[src/cell_buf_pkg.sv]
`default_nettype none

package cell_buf_pkg;

    //////////////////////////////
    // Pool and queue sizes
    //////////////////////////////
    localparam int num_cells  = 16;
    localparam int num_queues = 4;
    localparam int data_w     = 32;

    // Derived widths
    localparam int addr_w = $clog2(num_cells);
    localparam int cnt_w  = $clog2(num_cells + 1);
    localparam int qid_w  = $clog2(num_queues);

    //////////////////////////////
    // Vector types
    //////////////////////////////
    typedef logic [addr_w-1:0] cell_addr_t;

    // Must reach num_cells itself
    typedef logic [cnt_w-1:0]  cell_cnt_t;

    typedef logic [qid_w-1:0]  qid_t;
    typedef logic [data_w-1:0] cell_data_t;

endpackage

`default_nettype wire
[src/cell_buf_top.sv]
`timescale 1ns/1ps
`default_nettype none

module cell_buf_top import cell_buf_pkg::*; (
    input  logic                  clk,
    input  logic                  rst_n,
    input  logic                  enq,
    input  qid_t                  enq_qid,
    input  cell_data_t            enq_data,
    output logic                  enq_ready,
    input  logic                  deq,
    input  qid_t                  deq_qid,
    output logic                  out_valid,
    output cell_data_t            out_data,
    output logic [num_queues-1:0] q_empty,
    output cell_cnt_t             free_count
);

    // Free list links
    logic       fl_rd;
    logic       fl_wr;
    cell_addr_t fl_wdata;
    cell_addr_t fl_rdata;
    logic       fl_empty;

    // Cell store links
    logic       wr_en;
    cell_addr_t wr_addr;
    cell_data_t wr_data;
    logic       link_en;
    cell_addr_t link_addr;
    cell_addr_t link_next;
    logic       rd_en;
    cell_addr_t rd_addr;
    cell_addr_t next_of;

    //////////////////////////////
    // Free address list
    //////////////////////////////
    free_ptr_fifo u_free_ptr_fifo (
        .clk    (clk),
        .rst_n  (rst_n),
        .rd     (fl_rd),
        .wr     (fl_wr),
        .w_data (fl_wdata),
        .r_data (fl_rdata),
        .empty  (fl_empty),
        .full   (),
        .count  (free_count)
    );

    //////////////////////////////
    // Payload and links
    //////////////////////////////
    cell_store u_cell_store (
        .clk       (clk),
        .rst_n     (rst_n),
        .wr_en     (wr_en),
        .wr_addr   (wr_addr),
        .wr_data   (wr_data),
        .link_en   (link_en),
        .link_addr (link_addr),
        .link_next (link_next),
        .rd_en     (rd_en),
        .rd_addr   (rd_addr),
        .rd_data   (out_data),
        .next_of   (next_of)
    );

    //////////////////////////////
    // Queue bookkeeping
    //////////////////////////////
    queue_ctrl u_queue_ctrl (
        .clk       (clk),
        .rst_n     (rst_n),
        .enq       (enq),
        .enq_qid   (enq_qid),
        .enq_data  (enq_data),
        .deq       (deq),
        .deq_qid   (deq_qid),
        .enq_ready (enq_ready),
        .q_empty   (q_empty),
        .out_valid (out_valid),
        .fl_rd     (fl_rd),
        .fl_wr     (fl_wr),
        .fl_wdata  (fl_wdata),
        .fl_rdata  (fl_rdata),
        .fl_empty  (fl_empty),
        .wr_en     (wr_en),
        .wr_addr   (wr_addr),
        .wr_data   (wr_data),
        .link_en   (link_en),
        .link_addr (link_addr),
        .link_next (link_next),
        .rd_en     (rd_en),
        .rd_addr   (rd_addr),
        .next_of   (next_of)
    );

endmodule

`default_nettype wire

[src/queue_ctrl.sv]
`timescale 1ns/1ps
`default_nettype none

module queue_ctrl import cell_buf_pkg::*; (
    input  logic                  clk,
    input  logic                  rst_n,
    input  logic                  enq,
    input  qid_t                  enq_qid,
    input  cell_data_t            enq_data,
    input  logic                  deq,
    input  qid_t                  deq_qid,
    output logic                  enq_ready,
    output logic [num_queues-1:0] q_empty,
    output logic                  out_valid,
    // Free list
    output logic                  fl_rd,
    output logic                  fl_wr,
    output cell_addr_t            fl_wdata,
    input  cell_addr_t            fl_rdata,
    input  logic                  fl_empty,
    // Cell store
    output logic                  wr_en,
    output cell_addr_t            wr_addr,
    output cell_data_t            wr_data,
    output logic                  link_en,
    output cell_addr_t            link_addr,
    output cell_addr_t            link_next,
    output logic                  rd_en,
    output cell_addr_t            rd_addr,
    input  cell_addr_t            next_of
);

    cell_addr_t q_head [num_queues];
    cell_addr_t q_tail [num_queues];
    cell_cnt_t  q_len  [num_queues];

    logic                  enq_acc;
    logic                  deq_acc;
    logic [num_queues-1:0] enq_hit;
    logic [num_queues-1:0] deq_hit;

    //////////////////////////////
    // Accept decisions
    //////////////////////////////
    assign enq_ready = ~fl_empty;
    assign enq_acc   = enq & ~fl_empty;
    assign deq_acc   = deq & (q_len[deq_qid] != '0);

    always_comb begin
        for (int q = 0; q < num_queues; q++) begin
            enq_hit[q] = enq_acc && (enq_qid == qid_t'(q));
            deq_hit[q] = deq_acc && (deq_qid == qid_t'(q));
            q_empty[q] = (q_len[q] == '0);
        end
    end

    //////////////////////////////
    // Memory and free list
    //////////////////////////////

    // New cell comes straight off the free list
    assign fl_rd   = enq_acc;
    assign wr_en   = enq_acc;
    assign wr_addr = fl_rdata;
    assign wr_data = enq_data;

    // Append behind the old tail unless the queue is empty
    assign link_en   = enq_acc && (q_len[enq_qid] != '0);
    assign link_addr = q_tail[enq_qid];
    assign link_next = fl_rdata;

    // Head cell is read out and handed back in the same cycle
    assign rd_en    = deq_acc;
    assign rd_addr  = q_head[deq_qid];
    assign fl_wr    = deq_acc;
    assign fl_wdata = q_head[deq_qid];

    //////////////////////////////
    // Per-queue state
    //////////////////////////////
    always_ff @(posedge clk or negedge rst_n) begin
        if (!rst_n) begin
            for (int q = 0; q < num_queues; q++) begin
                q_head[q] <= '0;
                q_tail[q] <= '0;
                q_len[q]  <= '0;
            end
        end else begin
            for (int q = 0; q < num_queues; q++) begin
                case ({enq_hit[q], deq_hit[q]})
                    2'b10: begin
                        q_tail[q] <= fl_rdata;
                        q_len[q]  <= q_len[q] + 1'b1;
                        if (q_len[q] == '0) begin
                            q_head[q] <= fl_rdata;
                        end
                    end
                    2'b01: begin
                        q_head[q] <= next_of;
                        q_len[q]  <= q_len[q] - 1'b1;
                    end
                    2'b11: begin
                        // Length stays, only the single cell is swapped
                        q_tail[q] <= fl_rdata;
                        if (q_len[q] == cell_cnt_t'(1)) begin
                            q_head[q] <= fl_rdata;
                        end else begin
                            q_head[q] <= next_of;
                        end
                    end
                    default: begin
                    end
                endcase
            end
        end
    end

    // Data arrives from the store one cycle after the accept
    always_ff @(posedge clk or negedge rst_n) begin
        if (!rst_n) begin
            out_valid <= 1'b0;
        end else begin
            out_valid <= deq_acc;
        end
    end

    for (genvar g = 0; g < num_queues; g++) begin : g_len_chk
        a_len_max: assert property (@(posedge clk) disable iff (!rst_n)
            q_len[g] <= cell_cnt_t'(num_cells))
            else $error("queue %0d length %0d over pool size", g, q_len[g]);
    end

endmodule

`default_nettype wire

[src/cell_store.sv]
`timescale 1ns/1ps
`default_nettype none

module cell_store import cell_buf_pkg::*; (
    input  logic       clk,
    input  logic       rst_n,
    input  logic       wr_en,
    input  cell_addr_t wr_addr,
    input  cell_data_t wr_data,
    input  logic       link_en,
    input  cell_addr_t link_addr,
    input  cell_addr_t link_next,
    input  logic       rd_en,
    input  cell_addr_t rd_addr,
    output cell_data_t rd_data,
    output cell_addr_t next_of
);

    cell_data_t data_mem [num_cells];
    cell_addr_t next_mem [num_cells];

    //////////////////////////////
    // Payload with registered read
    //////////////////////////////
    always_ff @(posedge clk) begin
        if (wr_en) begin
            data_mem[wr_addr] <= wr_data;
        end
        if (rd_en) begin
            rd_data <= data_mem[rd_addr];
        end
    end

    //////////////////////////////
    // Next-pointer table
    //////////////////////////////
    always_ff @(posedge clk) begin
        if (link_en) begin
            next_mem[link_addr] <= link_next;
        end
    end

    // Successor of the cell being read, seen in the same cycle
    assign next_of = next_mem[rd_addr];

    // Enqueue writes a free cell while dequeue reads a queued one
    a_rd_wr_apart: assert property (@(posedge clk) disable iff (!rst_n)
        !(rd_en && wr_en && rd_addr == wr_addr))
        else $error("cell %0d read and written in one cycle", rd_addr);

endmodule

`default_nettype wire

[src/free_ptr_fifo.sv]
`timescale 1ns/1ps
`default_nettype none

module free_ptr_fifo import cell_buf_pkg::*; (
    input  logic       clk,
    input  logic       rst_n,
    input  logic       rd,
    input  logic       wr,
    input  cell_addr_t w_data,
    output cell_addr_t r_data,
    output logic       empty,
    output logic       full,
    output cell_cnt_t  count
);

    cell_addr_t ptr_mem [num_cells];

    cell_addr_t w_ptr, w_ptr_n, w_ptr_succ;
    cell_addr_t r_ptr, r_ptr_n, r_ptr_succ;
    cell_cnt_t  count_r, count_n;
    logic       full_r, full_n;
    logic       empty_r, empty_n;
    logic       mem_we;

    //////////////////////////////
    // Address storage
    //////////////////////////////

    // Slot under w_ptr is also the one being read when full
    assign mem_we = wr & (~full_r | rd);

    // Reset rebuilds the free list as 0 .. num_cells-1
    always_ff @(posedge clk or negedge rst_n) begin
        if (!rst_n) begin
            for (int i = 0; i < num_cells; i++) begin
                ptr_mem[i] <= cell_addr_t'(i);
            end
        end else if (mem_we) begin
            ptr_mem[w_ptr] <= w_data;
        end
    end

    assign r_data = ptr_mem[r_ptr];

    //////////////////////////////
    // Pointers and flags
    //////////////////////////////
    always_ff @(posedge clk or negedge rst_n) begin
        if (!rst_n) begin
            w_ptr   <= '0;
            r_ptr   <= '0;
            full_r  <= 1'b1;
            empty_r <= 1'b0;
            count_r <= cell_cnt_t'(num_cells);
        end else begin
            w_ptr   <= w_ptr_n;
            r_ptr   <= r_ptr_n;
            full_r  <= full_n;
            empty_r <= empty_n;
            count_r <= count_n;
        end
    end

    always_comb begin
        w_ptr_succ = w_ptr + 1'b1;
        r_ptr_succ = r_ptr + 1'b1;
        w_ptr_n    = w_ptr;
        r_ptr_n    = r_ptr;
        full_n     = full_r;
        empty_n    = empty_r;
        count_n    = count_r;

        case ({rd, wr})
            2'b01: begin
                if (!full_r) begin
                    w_ptr_n = w_ptr_succ;
                    count_n = count_r + 1'b1;
                    empty_n = 1'b0;
                    full_n  = (w_ptr_succ == r_ptr);
                end
            end
            2'b10: begin
                if (!empty_r) begin
                    r_ptr_n = r_ptr_succ;
                    count_n = count_r - 1'b1;
                    full_n  = 1'b0;
                    empty_n = (r_ptr_succ == w_ptr);
                end
            end
            // One address out and one back, occupancy unchanged
            2'b11: begin
                w_ptr_n = w_ptr_succ;
                r_ptr_n = r_ptr_succ;
            end
            default: begin
            end
        endcase
    end

    assign full  = full_r;
    assign empty = empty_r;
    assign count = count_r;

    // Flags and counter must agree
    a_full_count: assert property (@(posedge clk) disable iff (!rst_n)
        full |-> count == cell_cnt_t'(num_cells))
        else $error("free list full with count %0d", count);

    a_empty_count: assert property (@(posedge clk) disable iff (!rst_n)
        empty |-> count == '0)
        else $error("free list empty with count %0d", count);

endmodule

`default_nettype wire

[config.mk]
export PLATFORM = sky130hd
export DESIGN_NAME = cell_buf_top
export DESIGN_NICKNAME = d
export VERILOG_FILES = /design/src/cell_buf_pkg.sv /design/src/cell_buf_top.sv /design/src/queue_ctrl.sv /design/src/cell_store.sv /design/src/free_ptr_fifo.sv
export SDC_FILE = /design/constraint.sdc
export NUM_CORES = 1
export LEC_CHECK = 0
export ABC_AREA = 0
export BUFFER_PORTS_ARGS = -buffer_cell sky130_fd_sc_hd__clkbuf_2
export CAP_MARGIN = 20
export CORE_MARGIN = 4
export CORE_UTILIZATION = 65
export DETAILED_ROUTE_END_ITERATION = 8
export PLACE_DENSITY = 0.83
export SYNTH_ARGS = -nofsm -noshare
export SYNTH_HDL_FRONTEND = slang
export SYNTH_SLANG_ARGS = --single-unit
[constraint.sdc]
create_clock -name clk -period 7.76 [get_ports clk]
set_input_delay 0.776 -clock clk [delete_from_list [all_inputs] [get_ports clk]]
set_output_delay 0.776 -clock clk [all_outputs]
set_load 0.05 [all_outputs]
==> flow_summary.yaml <==
placement:
  hpwl_um: 35400
  placedCellCount: 2248
  gp_congestion: 0.819
  portBuffers: 82
setup_path:
  critical-path-top-delay-family: "multiplexers"
  crit_chain: "mux4_2 > mux4_2 > nor2_1 > nand2_1 > nor2_4 > buf_4"
  cpPeakStageDelay_ns: 0.94
  required_ns: 8.03
  worstPathArrival_ns: 4.44
  worstSetupStartpointType: "register"
  critPathMaxFanout: 28
  slowest_stage: "dfrtp_1"
  crit_type: "reg2reg"
  cpMostUsedCell: "mux4_2"
  cp-end-kind: "register"
  path_buf_inv: 1
timing:
  fin_tns_setup_ns: 0
  tightest_slew_ns: 1.03
  rsz0062_at_grt: "no"
  setup_violations: 0
  hold_violations: 0
  period_minus_slack_ns: 4.17
  slew_violations: 0
  min_period_over_period_pct: 53.8
  timing.fmax_mhz: 240
  slew-limit-headroom_pct: 31.0
  skew_ns: 0.0216
floorplan:
  chipHeight_um: 224
  initial_core_util_pct: 66.4
  dieArea_um2: 50300
  coreArea_um2: 45800
  die_w_um: 224
  rows: 78
  io_pins: 83
detailed_routing:
  viasPerCell: 6.79
  wl_per_cell_um: 28.5
  wirelength_um: 68100
  dr_total_vias: 16200
  drt_iter0_markers: 2154
  drt_first_pass_iters: 6
  drc: 0
  ant_nets: 0
cts:
  cts_resized: 0
  postCtsSetupRepairBufs: 0
  cts_tree: "done"
  h-tree-depth: 3
  insertion_delay_ns: 0.61
  clock_path_buffers: 3
  cts.clk_slew.worst_paths_ns: 0.06
  numCtsBuffers: 72
  hold_buffers: 0
  cts-root-buf: "clkbuf_16"
  numClockSinks: 740
yosys:
  synth.distinct_cells: 53
  synth_area_leaders: "edfxtp_1 60%, mux4_2 12%, dfrtp_1 8.1%"
  synth_top_area_share_pct: 60.0
  synth_edf_count: 608
  async_flop_share_pct: 17.8
  seq_area_frac_synth_pct: 71.1
  syn_nets: 1708
  avgSynthCellArea_um2: 18.7
  synth_cells: 1624
  netlist_area_um2: 30400
  ys_seq_elements: 740
  synth_top_cell_by_area: "edfxtp_1"
  synth_flop_cell: "edfxtp_1"
  ys_warn_count: 0
global_routing:
  antenna_found_initial: 0
  grtUsageTotal_pct: 27.5
  grt_first_pass_wirelength_um: 104000
  grt_max_degree: 83
  overflow: 0
  grt_pass1_vias: 16600
power:
  power_switching_share_pct: 27.7
  p_seq_share_pct: 47.9
  clockPowerShare_pct: 35.2
  p_sw_w: 0.00279
  p_comb_share_pct: 16.9
  power_density_nw_per_um2: 295
  leakagePower_nw: 11.6
  p_int_w: 0.00727
  worst_ir_drop_vdd_v: 0.000214
layout:
  finalNetCount: 1812
  final_cell_mix: "608 x edfxtp_1, 153 x mux4_2, 98 x dfrtp_1, 81 x clkbuf_2, 75 x clkbuf_16"
  drive_above_1_share_pct: 28.8
  diodes: 0
  areaGrowthSynthToFinish_pct: 12.1
  stdcell_count: 2385
  final_common_cell: "edfxtp_1"
run_status:
  status: "finished clean"
worst_hold_path:
  hp-class: "in2async"
flow_run:
  drv_cap: 0
-- cell type report --
class                   count  area [um^2]
clock buffers              90         1950
clock inverters            41          428
fillers                  2381        11700
inverters                  32          120
multi-input cells         775         8460
flip-flops and latches    740        21600
well taps                 600          751
repair buffers            107          761
-- stage by stage --
stage / total power [W] / utilization, % / instance area [um^2] / hold WS (ns) / worst slack [ns]
finish: 0.0101 / 74.5 / 34100 / 0.217 / 3.59
global placement: 0.00645 / 68.8 / 31500 / 0.465 / 3.33
global route: 0.0104 / 74.5 / 34100 / 0.267 / 3.49
CTS: 0.0101 / 74.1 / 33900 / 0.219 / 3.21
detailed placement: 0.00652 / 68.9 / 31600 / 0.473 / 3.31
floorplan: 0.00607 / - / 30400 / 0.447 / 3.72
-- routing by layer --
layer  vias to the layer above  wire [um]  GRT usage (%)  part of all wire [%]
met5                         -          0              0                     0
met4                         0       1990           8.62                   2.9
met3                       151       5800           4.22                   8.5
met2                       982      34100           45.0                    50
met1                      8387      26200           39.3                    38
li1                       6667          -              -                     -
-- worst paths after layout --
path | startpoint | endpoint | slack, ns | cells past startpoint
worst min-delay path | rst_n | u_queue_ctrl.q_len[6]$_DFFE_PN0P_ | 0.22 | 1
worst max-delay path | u_free_ptr_fifo.r_ptr[1]$_DFFE_PN0P_ | u_cell_store.data_mem[12][12]$_DFFE_PP_ | 3.59 | 6
worst max register to register | u_free_ptr_fifo.r_ptr[1]$_DFFE_PN0P_ | u_cell_store.data_mem[12][12]$_DFFE_PP_ | 3.59 | 6
max in group asynchronous | rst_n | u_free_ptr_fifo.ptr_mem[29]$_DFFE_PN0P_ | 6.08 | 2
worst min register to register | u_queue_ctrl.q_len[4]$_DFFE_PN0P_ | u_queue_ctrl.q_len[4]$_DFFE_PN0P_ | 0.48 | 1
min in group clk | u_queue_ctrl.q_len[4]$_DFFE_PN0P_ | u_queue_ctrl.q_len[4]$_DFFE_PN0P_ | 0.48 | 1
-- power by group through the flow --
stage	clock network (W)	registers [W]	logic (W)
global route	0.00376	0.00485	0.00184
CTS	0.00358	0.00484	0.00165
detailed placement	0	0.00491	0.00161
global placement	0	0.00489	0.00156
finish	0.00354	0.00482	0.00170
floorplan	0	0.00500	0.00107
-- state kept, by name, summed over array words and instances (netlist names) --
name / flops
u_cell_store.data_mem: 512
u_cell_store.next_mem: 64
u_cell_store.rd_data: 32
u_free_ptr_fifo.count: 5
u_free_ptr_fifo.empty: 1
u_free_ptr_fifo.full: 1
u_free_ptr_fifo.ptr_mem: 64
u_free_ptr_fifo.r_ptr: 4
u_free_ptr_fifo.w_ptr: 4
u_queue_ctrl.out_valid: 1
u_queue_ctrl.q_head: 16
u_queue_ctrl.q_len: 20
u_queue_ctrl.q_tail: 16
-- logic make-up after synthesis --
kind of cell    after synthesis  share of synthesized area (%)
simple gates                221                           3.97
flops                       740                           71.1
xor+xnor                     37                           1.07
fa+ha+maj                    44                           1.84
compound gates              166                           3.56
buf+inv                     109                           1.55
mux                         307                           17.0
-- synthesized netlist by cell type, types with 14 or more instances --
cell type / number
a21oi_1: 54
a21o_1: 14
a211oi_1: 32
nor2_1: 54
edfxtp_1: 608
ha_1: 43
inv_1: 31
clkbuf_1: 40
nand2_1: 42
xnor2_1: 25
dfstp_2: 34
o21ai_0: 27
mux2_2: 67
buf_2: 20
mux2i_1: 63
nor2b_1: 40
mux2_1: 19
nand3_2: 16
dfrtp_1: 98
mux4_2: 157
(Power assumes the default switching activity.)
